<file path="src/verilog/sprite_pkg.sv">
// one 32x32 sprite in 12-bit colour; host bus is write only and register offsets above 3 are ignored
package sprite_pkg;

    // --------------------------------------------------------------------------
    // pixel and sprite geometry
    // --------------------------------------------------------------------------

    localparam int RGB_W = 12;
    // 4 bits each of red, green, blue with red in the top nibble
    typedef logic [RGB_W-1:0] rgb_t;

    localparam int SPRITE_HSIZE = 32;
    localparam int SPRITE_VSIZE = 32;
    // row stride in the RAM is a power of two so the multiply is a shift
    localparam int SPRITE_SHIFT = 5;

    localparam int SPRITE_AW    = 10;
    localparam int SPRITE_DEPTH = 1 << SPRITE_AW;
    typedef logic [SPRITE_AW-1:0] sprite_addr_t;

    // --------------------------------------------------------------------------
    // host bus and register map
    // --------------------------------------------------------------------------

    localparam int HOST_AW      = 11;
    // top address bit picks the register file over the sprite RAM
    localparam int HOST_REG_BIT = HOST_AW - 1;
    typedef logic [HOST_AW-1:0] host_addr_t;
    typedef logic [15:0]        host_data_t;

    // register offset, the low host address bits below the select bit
    typedef logic [HOST_REG_BIT-1:0] reg_off_t;
    localparam reg_off_t REG_X0  = 10'd0;
    localparam reg_off_t REG_Y0  = 10'd1;
    localparam reg_off_t REG_BG  = 10'd2;
    localparam reg_off_t REG_KEY = 10'd3;

    typedef enum logic [1:0] {
        HOST_IDLE,
        HOST_WRITE,
        HOST_WAIT_REL
    } host_state_t;

endpackage

</file>
<file path="src/verilog/video_timing_pkg.sv">
// fixed 640x480 at one pixel per clock with both sync pulses active low and no runtime change of mode
package video_timing_pkg;

    // --------------------------------------------------------------------------
    // coordinate types
    // --------------------------------------------------------------------------

    // pixel position along a line, wide enough for the full 800 count
    typedef logic [9:0] h_coord_t;
    // line position within a frame, wide enough for the full 525 count
    typedef logic [9:0] v_coord_t;

    // --------------------------------------------------------------------------
    // horizontal timing in pixels
    // --------------------------------------------------------------------------

    localparam h_coord_t H_DISPLAY    = 10'd640;
    localparam h_coord_t H_FRONT      = 10'd16;
    localparam h_coord_t H_SYNC       = 10'd96;
    localparam h_coord_t H_BACK       = 10'd48;
    localparam h_coord_t H_TOTAL      = H_DISPLAY + H_FRONT + H_SYNC + H_BACK;
    // hsync low from 656 up to but not including 752
    localparam h_coord_t H_SYNC_START = H_DISPLAY + H_FRONT;
    localparam h_coord_t H_SYNC_END   = H_SYNC_START + H_SYNC;
    localparam h_coord_t H_LAST       = H_TOTAL - 10'd1;

    // --------------------------------------------------------------------------
    // vertical timing in lines
    // --------------------------------------------------------------------------

    localparam v_coord_t V_DISPLAY    = 10'd480;
    localparam v_coord_t V_FRONT      = 10'd10;
    localparam v_coord_t V_SYNC       = 10'd2;
    localparam v_coord_t V_BACK       = 10'd33;
    localparam v_coord_t V_TOTAL      = V_DISPLAY + V_FRONT + V_SYNC + V_BACK;
    localparam v_coord_t V_SYNC_START = V_DISPLAY + V_FRONT;
    localparam v_coord_t V_SYNC_END   = V_SYNC_START + V_SYNC;
    localparam v_coord_t V_LAST       = V_TOTAL - 10'd1;

endpackage
</file>
<file path="src/verilog/video_sprite_gen.sv">
// needs a RAM with one cycle registered read on ram_addr_r; latency is 2 cycles and never stalls
`timescale 1ns/100ps

module video_sprite_gen import video_timing_pkg::*, sprite_pkg::*; (
    input  logic         clk,
    input  logic         rst,

    // position and sync from the counter
    input  h_coord_t     xx,
    input  v_coord_t     yy,
    input  logic         hsync,
    input  logic         vsync,
    input  logic         video_on,

    // control registers
    input  h_coord_t     x0,
    input  v_coord_t     y0,
    input  rgb_t         bg_rgb,
    input  rgb_t         key_rgb,

    // sprite RAM read port
    output sprite_addr_t ram_addr_r,
    input  rgb_t         ram_dout,

    // video out, all aligned
    output rgb_t         rgb,
    output logic         hsync_out,
    output logic         vsync_out,
    output logic         de
);

    // offsets from the origin, one extra bit so the top bit is the sign
    logic [$bits(h_coord_t):0] dx;
    logic [$bits(v_coord_t):0] dy;
    logic                      x_in;
    logic                      y_in;

    // stage 1 registers
    logic                      in_s1;
    logic                      on_s1;
    logic                      hs_s1;
    logic                      vs_s1;

    rgb_t                      pix_sel;

    // --------------------------------------------------------------------------
    // stage 1, region test and address
    // --------------------------------------------------------------------------

    assign dx = {1'b0, xx} - {1'b0, x0};
    assign dy = {1'b0, yy} - {1'b0, y0};

    // left of or above the origin shows up as a set sign bit
    assign x_in = !dx[$bits(h_coord_t)] && (h_coord_t'(dx) < h_coord_t'(SPRITE_HSIZE));
    assign y_in = !dy[$bits(v_coord_t)] && (v_coord_t'(dy) < v_coord_t'(SPRITE_VSIZE));

    // addr = row * 32 + col, the shift is bracketed so it binds before the add
    // the RAM read register acts as the stage 1 address register
    assign ram_addr_r = (sprite_addr_t'(dy[SPRITE_SHIFT-1:0]) << SPRITE_SHIFT)
                      + sprite_addr_t'(dx[SPRITE_SHIFT-1:0]);

    always_ff @(posedge clk) begin
        if (rst) begin
            in_s1 <= 1'b0;
            on_s1 <= 1'b0;
            hs_s1 <= 1'b1;
            vs_s1 <= 1'b1;
        end else begin
            in_s1 <= x_in && y_in;
            on_s1 <= video_on;
            hs_s1 <= hsync;
            vs_s1 <= vsync;
        end
    end

    // --------------------------------------------------------------------------
    // stage 2, blend with the RAM word
    // --------------------------------------------------------------------------

    // key colour punches a hole through to the background
    assign pix_sel = (in_s1 && (ram_dout != key_rgb)) ? ram_dout : bg_rgb;

    always_ff @(posedge clk) begin
        if (rst) begin
            rgb       <= '0;
            hsync_out <= 1'b1;
            vsync_out <= 1'b1;
            de        <= 1'b0;
        end else begin
            // black in blanking
            rgb       <= on_s1 ? pix_sel : '0;
            hsync_out <= hs_s1;
            vsync_out <= vs_s1;
            de        <= on_s1;
        end
    end

endmodule

</file>
<file path="config.mk">
export PLATFORM = sky130hd
export DESIGN_NAME = video_sprite_gen
export DESIGN_NICKNAME = d
export VERILOG_FILES = /design/src/verilog/sprite_pkg.sv /design/src/verilog/video_timing_pkg.sv /design/src/verilog/video_sprite_gen.sv
export SDC_FILE = /design/constraint.sdc
export NUM_CORES = 1
export LEC_CHECK = 0
export ABC_AREA = 1
export BUFFER_PORTS_ARGS = -buffer_cell sky130_fd_sc_hd__buf_2
export CAP_MARGIN = 20
export CORE_AREA = 2 2 73 75
export DETAILED_ROUTE_END_ITERATION = 10
export DIE_AREA = 0 0 75 77
export PLACE_DENSITY = 0.72
export SLEW_MARGIN = 10
export SYNTH_ARGS = -nofsm -noshare
export SYNTH_HDL_FRONTEND = slang
export SYNTH_SLANG_ARGS = --single-unit
export TNS_END_PERCENT = 5
</file>
<file path="constraint.sdc">
create_clock -name clk -period 3.1 [get_ports clk]
set_input_delay 0.155 -clock clk [delete_from_list [all_inputs] [get_ports clk]]
set_output_delay 0.155 -clock clk [all_outputs]
set_load 0.02 [all_outputs]
</file>
==> results.ini, run 1 <==
[run_status]
run_status = completed

[job]
maxCapViolCount = 0

[placed_design]
gp_congestion = 0.8165
placed_cells = 489
dp_slack_ps = 1376
hpwlAfterDp_um = 4214
port_buffers = 105

[sta]
setup_ws_ps = 1437
fin_skew_ps = 6.899
hold_viol_final = 0
rsz0062_at_grt = no
setup-tns-final_ps = 0
fin_crit_sh = 0.5366
finalSetupViolCount = 0
worstMarginPinSlew_ps = 725.5
slew_viol_final = 0
slew_headroom = 0.5145
min_period_ps = 1663
timing.fmax_mhz = 601.1

[drt]
vias = 2228
dr.pass1.iters = 4
wire_per_inst_um = 9.968
antenna_left = 0
vias_per_cell = 4.519
drc_errors = 0
drt_iter0_drc = 66
wirelength_um = 4914

[die]
core.rowCount = 26
io-pin-count = 106
die_area_um2 = 5775
die_w_um = 75
initial_utilization = 0.3914
core-area_um2 = 4977
die_h_um = 77

[yosys]
synth_area_um2 = 1948
yosysWarnings = 0
synth_edf_count = 0
async_flop_share = 0
synth_cells = 317
seq_area_frac_synth = 0.1952
syn_nets = 420
avgSynthCellArea_um2 = 6.145
ys_ff_latch = 19
synth_cell_types = 27
synthFlopType = dfxtp_1

[clock_network]
postCtsSetupBuffers = 0
worst_setup_hold_path_clk_slew_ps = 80
clk_latency_ps = 260
htreeDepth = 1
cts_tree = yes
cts_sinks = 19
clockRootBuffer = clkbuf_8
cts_hold_buf = 0
clock_path_buffers = 2
numCtsBuffers = 3
cts_resized = 0

[hold_path]
holdPathStages = 2
min_to = vs_s1$_SDFF_PP1_
hold_class = in -> reg
min-delay-start = vsync

[setup_path]
start_kind = input pin
critPathRequiredTime_ps = 2940
r2r_slack_ps = 1800
worstPathArrival_ps = 1510
cp_max_fo = 3
r2r_start = on_s1$_SDFF_PP0_
critPathCaptureType = output pin
r2r-end = rgb[5]$_SDFF_PP0_
crit_type = in -> out
worst-r2r-cell-count = 4

[global_route]
grt_max_degree = 14
grt-ovfl-total = 0
grt_util_all_layers = 0.1653
grt_pass1_wl_um = 7859
antenna_found_initial = 0
first_global_vias = 2037

[layout]
nFillCells = 517
syn_to_final_growth_pct = 32.43
antenna_cells = 0
instances_no_fill = 493
final_nets = 527
layout-drive-gt1-share = 0.2884

[power_and_ir_drop]
total_leakage_power_nw = 1.572
max-vdd-ir-drop_mv = 0.1881
power_density_nw_per_um2 = 307.3

-- layer usage --
metal | vias up | wire (um) | global-route usage
met5 | - | 0 | 0
met4 | 0 | 36 | 0.03571
met3 | 4 | 398 | 0.02234
met2 | 87 | 2338 | 0.3079
met1 | 946 | 2141 | 0.1933
li1 | 1191 | - | -
-- cell families after synthesis --
group / count (synthesis) / synth area share
adders and majority gates: 22 / 0.1490
buffers and inverters: 65 / 0.1336
AOI/OAI and AO/OA: 27 / 0.07514
DFF: 19 / 0.1952
and+or+nand+nor: 166 / 0.3661
xor gates and xnor gates: 18 / 0.08093
-- power by group --
| part | internal, mW | total [mW] | switching [mW] |
|---|---|---|---|
| Combinational | 0.153 | 0.363 | 0.210 |
| Clock | 0.0896 | 0.176 | 0.0866 |
| Sequential | 0.252 | 0.253 | 0.00150 |
| Total | 0.494 | 0.793 | 0.298 |
-- worst max path at each step --
stage           from          endpoint  slack [ps]  cells after the start
5_1_grt        xx[0]     ram_addr_r[4]        1330                      9
6_report       yy[0]     ram_addr_r[9]        1440                      7
3_3_place_gp   xx[0]  in_s1$_SDFF_PP0_        1410                     14
2_1_floorplan  xx[0]     ram_addr_r[4]        1540                      7
4_1_cts        yy[0]     ram_addr_r[9]        1440                      7
3_5_place_dp   yy[0]  in_s1$_SDFF_PP0_        1380                     11
-- cells in the mapped netlist (2+ instances only) --
cell type,n,area share
nand3b_1,2,0.0077
o21ai_1,6,0.015
fa_1,2,0.021
or2_2,4,0.013
nand2_2,2,0.0064
nor2_2,3,0.0096
nand3_1,20,0.051
a21o_1,2,0.0077
ha_1,20,0.13
xnor2_1,9,0.040
nor3_1,4,0.010
nor2_1,43,0.083
a21oi_1,10,0.026
o21ai_0,7,0.018
nand4_1,6,0.019
xor2_1,9,0.040
dfxtp_1,19,0.20
buf_6,2,0.012
nand2_1,79,0.15
inv_1,61,0.12
-- through the flow --
step,power (mW),util,area [um^2],hold WS [ps]
after floorplan,0.5010,-,1948,226.2
after global placement,0.6172,0.5091,2534,338.4
after detailed placement,0.6220,0.5091,2534,340.0
after CTS,0.7987,0.5184,2580,63.58
after global routing,0.8494,0.5184,2580,75.53
final,0.7928,0.5184,2580,66.33
-- final cells by class --
cell class              instances  area (um^2)  area share
well taps                      70        87.58     0.03395
multi-input cells             233         1308      0.5068
clock inverters                 1        5.005    0.001940
repair buffers                105        525.5      0.2037
clock buffers                   3        41.29     0.01600
inverters                      62        232.7     0.09020
flip-flops and latches         19        380.4      0.1474
-- critical path, stage by stage --
cell     delay, ps
buf_2           70
inv_1           30
ha_1           210
fa_1           440
o21ai_2        260
xor2_1         160
buf_2          180
-- flip-flops by register name (all words and copies together) (netlist names) --
name	flops
rgb	12
de	1
hs_s1	1
hsync_out	1
in_s1	1
on_s1	1
vs_s1	1
vsync_out	1
-- placed cells by master, fill, tap and decap left out, types with 6 or more instances in the layout --
cell type,synthesis,layout
nand3_1,20,20
nand2_1,79,79
inv_1,61,61
nor2_1,43,43
buf_2,1,105
o21ai_1,6,6
xor2_1,9,9
ha_1,20,20
o21ai_0,7,7
nand4_1,6,6
xnor2_1,9,9
dfxtp_1,19,19
a21oi_1,10,10
(Power assumes the default switching activity.)
==> run 2: changes to the inputs <==
PLACE_DENSITY = 0.75   (was 0.72)
clock period = 1.5 ns   (was 3.1 ns; I/O delays follow)
==> run 2 against run 1 <==
Clock skew down 4.9 ps. Via count up 1.1%. Cell count up 1.6%. Die area unchanged. Utilization up 1.7 points. Critical endpoint is now ram_addr_r[4]. Largest cell class unchanged.
==> results.ini, run 2 (synthesis gave the netlist of run 1 again) <==
[die]
die_w_um = 75  ; unchanged
die_area_um2 = 5775  ; unchanged
initial_utilization = 0.3914  ; unchanged
core.rowCount = 26  ; unchanged
core-area_um2 = 4977  ; unchanged
io-pin-count = 106  ; unchanged
die_h_um = 77  ; unchanged

[sta]
setup-tns-final_ps = 0  ; unchanged
fin_skew_ps = 1.972  ; -4.927 ps
slew_viol_final = 0  ; unchanged
worstMarginPinSlew_ps = 353.1  ; -372.4 ps
min_period_ps = 1426
slew_headroom = 0.7646  ; +0.2501
finalSetupViolCount = 0  ; unchanged
hold_viol_final = 0  ; unchanged
timing.hold.ws_ps = 4.831  ; -61.50 ps
timing.fmax_mhz = 701.3
rsz0062_at_grt = no
fin_crit_sh = 0.9506

[placed_design]
gp_congestion = 0.8420  ; +3.1%
placed_cell_area_um2 = 2571  ; +1.5%
hpwlAfterDp_um = 4326  ; +2.7%
placed_cells = 494  ; +1.0%
port_buffers = 105  ; unchanged

[global_route]
grtUsageMet3 = 0.02891  ; +0.006570
grt.busiest_layer = met2
grt-ovfl-total = 0  ; unchanged
antenna_found_initial = 0  ; unchanged
first_global_vias = 2021  ; -0.79%
grt_util_all_layers = 0.1692  ; +0.003979
grt_pass1_wl_um = 8079  ; +2.8%
use_met1 = 0.1966  ; +0.003352
grt_max_degree = 14  ; unchanged
use_met2 = 0.3132  ; +0.005263

[job]
maxCapViolCount = 0  ; unchanged

[setup_path]
worstPathArrival_ps = 1350  ; -160 ps
cp_slowest_cell = fa_2
cp_cell_sequence = buf_2 > ha_2 > fa_2 > inv_2 > nand3_1 > nand3_2 > buf_4 > xor2_1 > buf_4
r2r-end = rgb[10]$_SDFF_PP0_
cp_common_cell = buf_4
r2r_slack_ps = 580  ; -1220 ps
cp_max_fo = 2  ; -1
r2r_start = in_s1$_SDFF_PP0_
cp_slowest_stage_delay_ps = 370  ; -70 ps
critPathCaptureType = output pin
worst-r2r-cell-count = 4  ; unchanged
crit_type = in -> out
start_kind = input pin
critPathRequiredTime_ps = 1420  ; -1520 ps

[drt]
wirelength_um = 5162  ; +5.0%
vias_per_cell = 4.497  ; -0.49%
dr.pass1.iters = 4  ; unchanged
antenna_left = 0  ; unchanged
vias = 2253  ; +1.1%
drc_errors = 0  ; unchanged
drt_iter0_drc = 63  ; -4.5%
wire_per_inst_um = 10.30  ; +3.4%

[power_and_ir_drop]
power_density_nw_per_um2 = 623.5  ; +100%
max-vdd-ir-drop_mv = 0.2527  ; +34%
power_mw = 1.660  ; +110%
total_leakage_power_nw = 1.608  ; +2.3%

[clock_network]
htreeDepth = 1  ; unchanged
clock_path_buffers = 2  ; unchanged
numCtsBuffers = 3  ; unchanged
cts_hold_buf = 0  ; unchanged
cts_sinks = 19  ; unchanged
cts_tree = yes
clk_latency_ps = 250  ; about the same
clockRootBuffer = clkbuf_8
worst_setup_hold_path_clk_slew_ps = 70  ; about the same

[hold_path]
min_to = vs_s1$_SDFF_PP1_
min-delay-start = vsync
holdPathStages = 2  ; unchanged
hold_class = in -> reg

[layout]
antenna_cells = 0  ; unchanged
largest_register_ff_count = 12  ; unchanged
layout-drive-gt1-share = 0.3155  ; +0.02713
fin_area_um2 = 2663  ; +3.2%
mostFrequentLayoutCells = 103 x buf_2, 79 x nand2_1, 60 x inv_1
largest-register = rgb
instances_no_fill = 501  ; +1.6%
final_nets = 535  ; +1.5%
final_common_cell = buf_2
syn_to_final_growth_pct = 36.67

[run_status]
run_status = completed

[run 2: cell types whose count changed in the layout (fill, tap and decap cells not counted), sizes merged]
cell / delta
buf: +8
clkbuf: +1
clkinv: -1
[run 2: repair_timing]
item / CTS / global route
pin swaps: 1 / 5
gates cloned: 0 / 0
gates resized for setup: 3 / 6
setup buffers: 1 / 2
endpoints found under the setup margin: 2 / 3
[run 2: layout make-up]
type / count / area, um^2
fillers: 511 / 2315
well taps: 70 / 87.58
repair buffers: 113 / 590.6
flip-flops and latches: 19 / 380.4
multi-input cells: 233 / 1326
inverters: 62 / 232.7
clock buffers: 4 / 45.04
[run 2: per-layer routing]
metal / wire length (um) / up-vias
li1: - / 1203
met2: 2582 / 83
met3: 435 / 2
met4: 19 / 0
met5: 0 / -
met1: 2124 / 965
[run 2: per-stage QoR]
stage / util / worst slack, ps
2_1_floorplan: - / 73.29
3_3_place_gp: 0.5166 / -75.36
3_5_place_dp: 0.5166 / -98.21
4_1_cts: 0.5287 / 15.02
5_1_grt: 0.5349 / 0.5786
6_report: 0.5349 / 74.03
[run 2: worst max path at each step]
stage | startpoint | to | cells past startpoint
floorplan | xx[0] | in_s1$_SDFF_PP0_ | 13
detailed placement | yy[0] | in_s1$_SDFF_PP0_ | 11
CTS | xx[0] | ram_addr_r[4] | 10
global placement | yy[0] | in_s1$_SDFF_PP0_ | 11
finish | x0[0] | ram_addr_r[4] | 9
global route | xx[0] | ram_addr_r[4] | 10
[run 2: power breakdown]
group          switching [mW]  total [mW]  internal [mW]
sequential            0.00332       0.524          0.521
clock                   0.150       0.338          0.188
combinational           0.449       0.798          0.349
total                   0.603        1.66           1.06
[run 2: critical path, delay by kind of cell]
| kind | cells | cell delay (ps) |
|---|---|---|
| buf+inv | 4 | 430 |
| xor+xnor | 1 | 130 |
| fa+ha+maj | 2 | 560 |
| simple gates | 2 | 150 |
==> run 3: changes to the inputs <==
ABC_CLOCK_PERIOD_IN_PS = 1500   (was unset)
CORE_AREA = 2 2 72 74   (was 2 2 73 75)
DIE_AREA = 0 0 74 76   (was 0 0 75 77)
PLACE_DENSITY = 0.76   (was 0.75)
==> run 3 against run 2 <==
Sequential power is essentially flat. Clock power is essentially flat. Final area grew 0.19%. Via count shrank 0.31%. Critical endpoint is now ram_addr_r[9]. Combinational power grew 0.5%. Critical path depth shrank 1. Fmax shrank 1.3%. Cell count is the same. Utilization grew 0.81 points.
==> results.ini, run 3 (synthesis gave the netlist of run 1 again) <==
[layout]
layout-drive-gt1-share = 0.3132  ; -0.002320
largest_register_ff_count = 12  ; unchanged
final_common_cell = buf_2
multiInputGateArea_um2 = 1328  ; about the same
nFillCells = 513  ; +0.39%
instances_no_fill = 501  ; unchanged
ff_latch_area_um2 = 380.4  ; unchanged
final_nets = 535  ; unchanged
largest-register = rgb
mostFrequentLayoutCells = 103 x buf_2, 79 x nand2_1, 60 x inv_1
fin_area_um2 = 2668  ; +0.19%
syn_to_final_growth_pct = 36.93
antenna_cells = 0  ; unchanged

[setup_path]
worstPathArrival_ps = 1370  ; +20 ps
critPathRequiredTime_ps = 1420  ; about the same
crit_type = in -> out
critPathCaptureType = output pin
cp_max_fo = 3  ; +1
start_kind = input pin

[global_route]
antenna_found_initial = 0  ; unchanged
grt_max_degree = 14  ; unchanged
use_met2 = 0.3152  ; +0.002021
grtUsageMet3 = 0.03175  ; +0.002837
grt-ovfl-total = 0  ; unchanged
use_met1 = 0.2037  ; +0.007106
grt_pass1_wl_um = 8066  ; -0.16%
grt.busiest_layer = met2
grt_util_all_layers = 0.1722  ; +0.002928
first_global_vias = 2028  ; +0.35%

[run_status]
run_status = completed

[drt]
wire_per_inst_um = 9.848  ; -4.4%
drc_errors = 0  ; unchanged
vias_per_cell = 4.483  ; -0.31%
dr.pass1.iters = 4  ; unchanged
antenna_left = 0  ; unchanged
vias = 2246  ; -0.31%
wirelength_um = 4934  ; -4.4%
drt_iter0_drc = 80  ; +27%

[power_and_ir_drop]
power_density_nw_per_um2 = 622.2  ; -0.22%
total_leakage_power_nw = 1.611  ; +0.23%
power_mw = 1.660  ; about the same
max-vdd-ir-drop_mv = 0.4154  ; +64%

[die]
core-area_um2 = 4912  ; -1.3%
die_area_um2 = 5624  ; -2.6%
io-pin-count = 106  ; unchanged
core.rowCount = 26  ; unchanged
die_h_um = 76  ; -1.3%
initial_utilization = 0.3966  ; +0.005184
die_w_um = 74  ; -1.3%

[sta]
rsz0062_at_grt = yes
fin_crit_sh = 0.9635  ; +0.01283
finalSetupViolCount = 0  ; unchanged
timing.hold.ws_ps = 8.849  ; +4.018 ps
setup_ws_ps = 54.79  ; -19.24 ps
hold_viol_final = 0  ; unchanged
worstMarginPinSlew_ps = 328.2  ; -24.89 ps
min_period_ps = 1445  ; +19.24 ps
slew_headroom = 0.7812  ; +0.01660
timing.fmax_mhz = 691.9  ; -1.3%
slew_viol_final = 0  ; unchanged
fin_skew_ps = 2.495  ; +0.5225 ps

[placed_design]
gp_congestion = 0.8334  ; -1.0%
placed_cells = 494  ; unchanged
hpwlAfterDp_um = 4242  ; -1.9%
port_buffers = 105  ; unchanged
dp_slack_ps = -123.7  ; -25.51 ps
placed_cell_area_um2 = 2571  ; unchanged

[clock_network]
clock_path_buffers = 2  ; unchanged
numCtsBuffers = 3  ; unchanged
clockRootBuffer = clkbuf_8
clk_latency_ps = 240  ; about the same
cts_sinks = 19  ; unchanged
worst_setup_hold_path_clk_slew_ps = 60  ; about the same
htreeDepth = 1  ; unchanged
cts_tree = yes

[job]
maxCapViolCount = 0  ; unchanged

[hold_path]
hold_class = in -> reg

[run 3: final timing paths]
path              slack, ps  cells past startpoint              endpoint              from
setup reg to reg        550                      4     rgb[8]$_SDFF_PP0_  in_s1$_SDFF_PP0_
setup / recovery         50                      8         ram_addr_r[9]             yy[0]
hold / removal            9                      2      vs_s1$_SDFF_PP1_             vsync
hold reg to reg         410                      1  hsync_out$_SDFF_PP1_  hs_s1$_SDFF_PP1_
[run 3: repair_timing]
| action | CTS | global route |
|---|---|---|
| endpoints found under the setup margin | 2 | 2 |
| gates resized for setup | 3 | 6 |
| pin swaps | 1 | 3 |
| setup buffers | 1 | 2 |
| hold buffers | 0 | 0 |
[run 3: final cells by class]
type,instances,area share
clock buffers,4,0.01689
inverters,62,0.08724
multi-input cells,233,0.4977
flip-flops and latches,19,0.1426
well taps,70,0.03283
repair buffers,113,0.2228
[run 3: stage by stage]
| stage | util | TNS [ps] |
|---|---|---|
| floorplan | - | 0 |
| global placement | 0.5234 | -167.3 |
| detailed placement | 0.5234 | -274.7 |
| CTS | 0.5357 | 0 |
| global route | 0.5430 | -26.98 |
| finish | 0.5430 | 0 |
[run 3: worst max-delay path, stage by stage]
cell and delay [ps]:
buf_2 70, inv_1 30, ha_1 220, fa_2 400, o21ai_2 160, buf_4 140, xor2_2 140, buf_6 130
[run 3: where the power goes]
part / internal, mW / switching, mW / total, mW
Sequential: 0.520 / 0.00304 / 0.523
Combinational: 0.353 / 0.449 / 0.802
Clock: 0.188 / 0.147 / 0.335
[run 3: metal layers]
| metal | wire length [um] | share of wire |
|---|---|---|
| met3 | 334 | 0.068 |
| met1 | 2108 | 0.43 |
| met5 | 0 | 0 |
| met2 | 2430 | 0.49 |
| met4 | 61 | 0.012 |
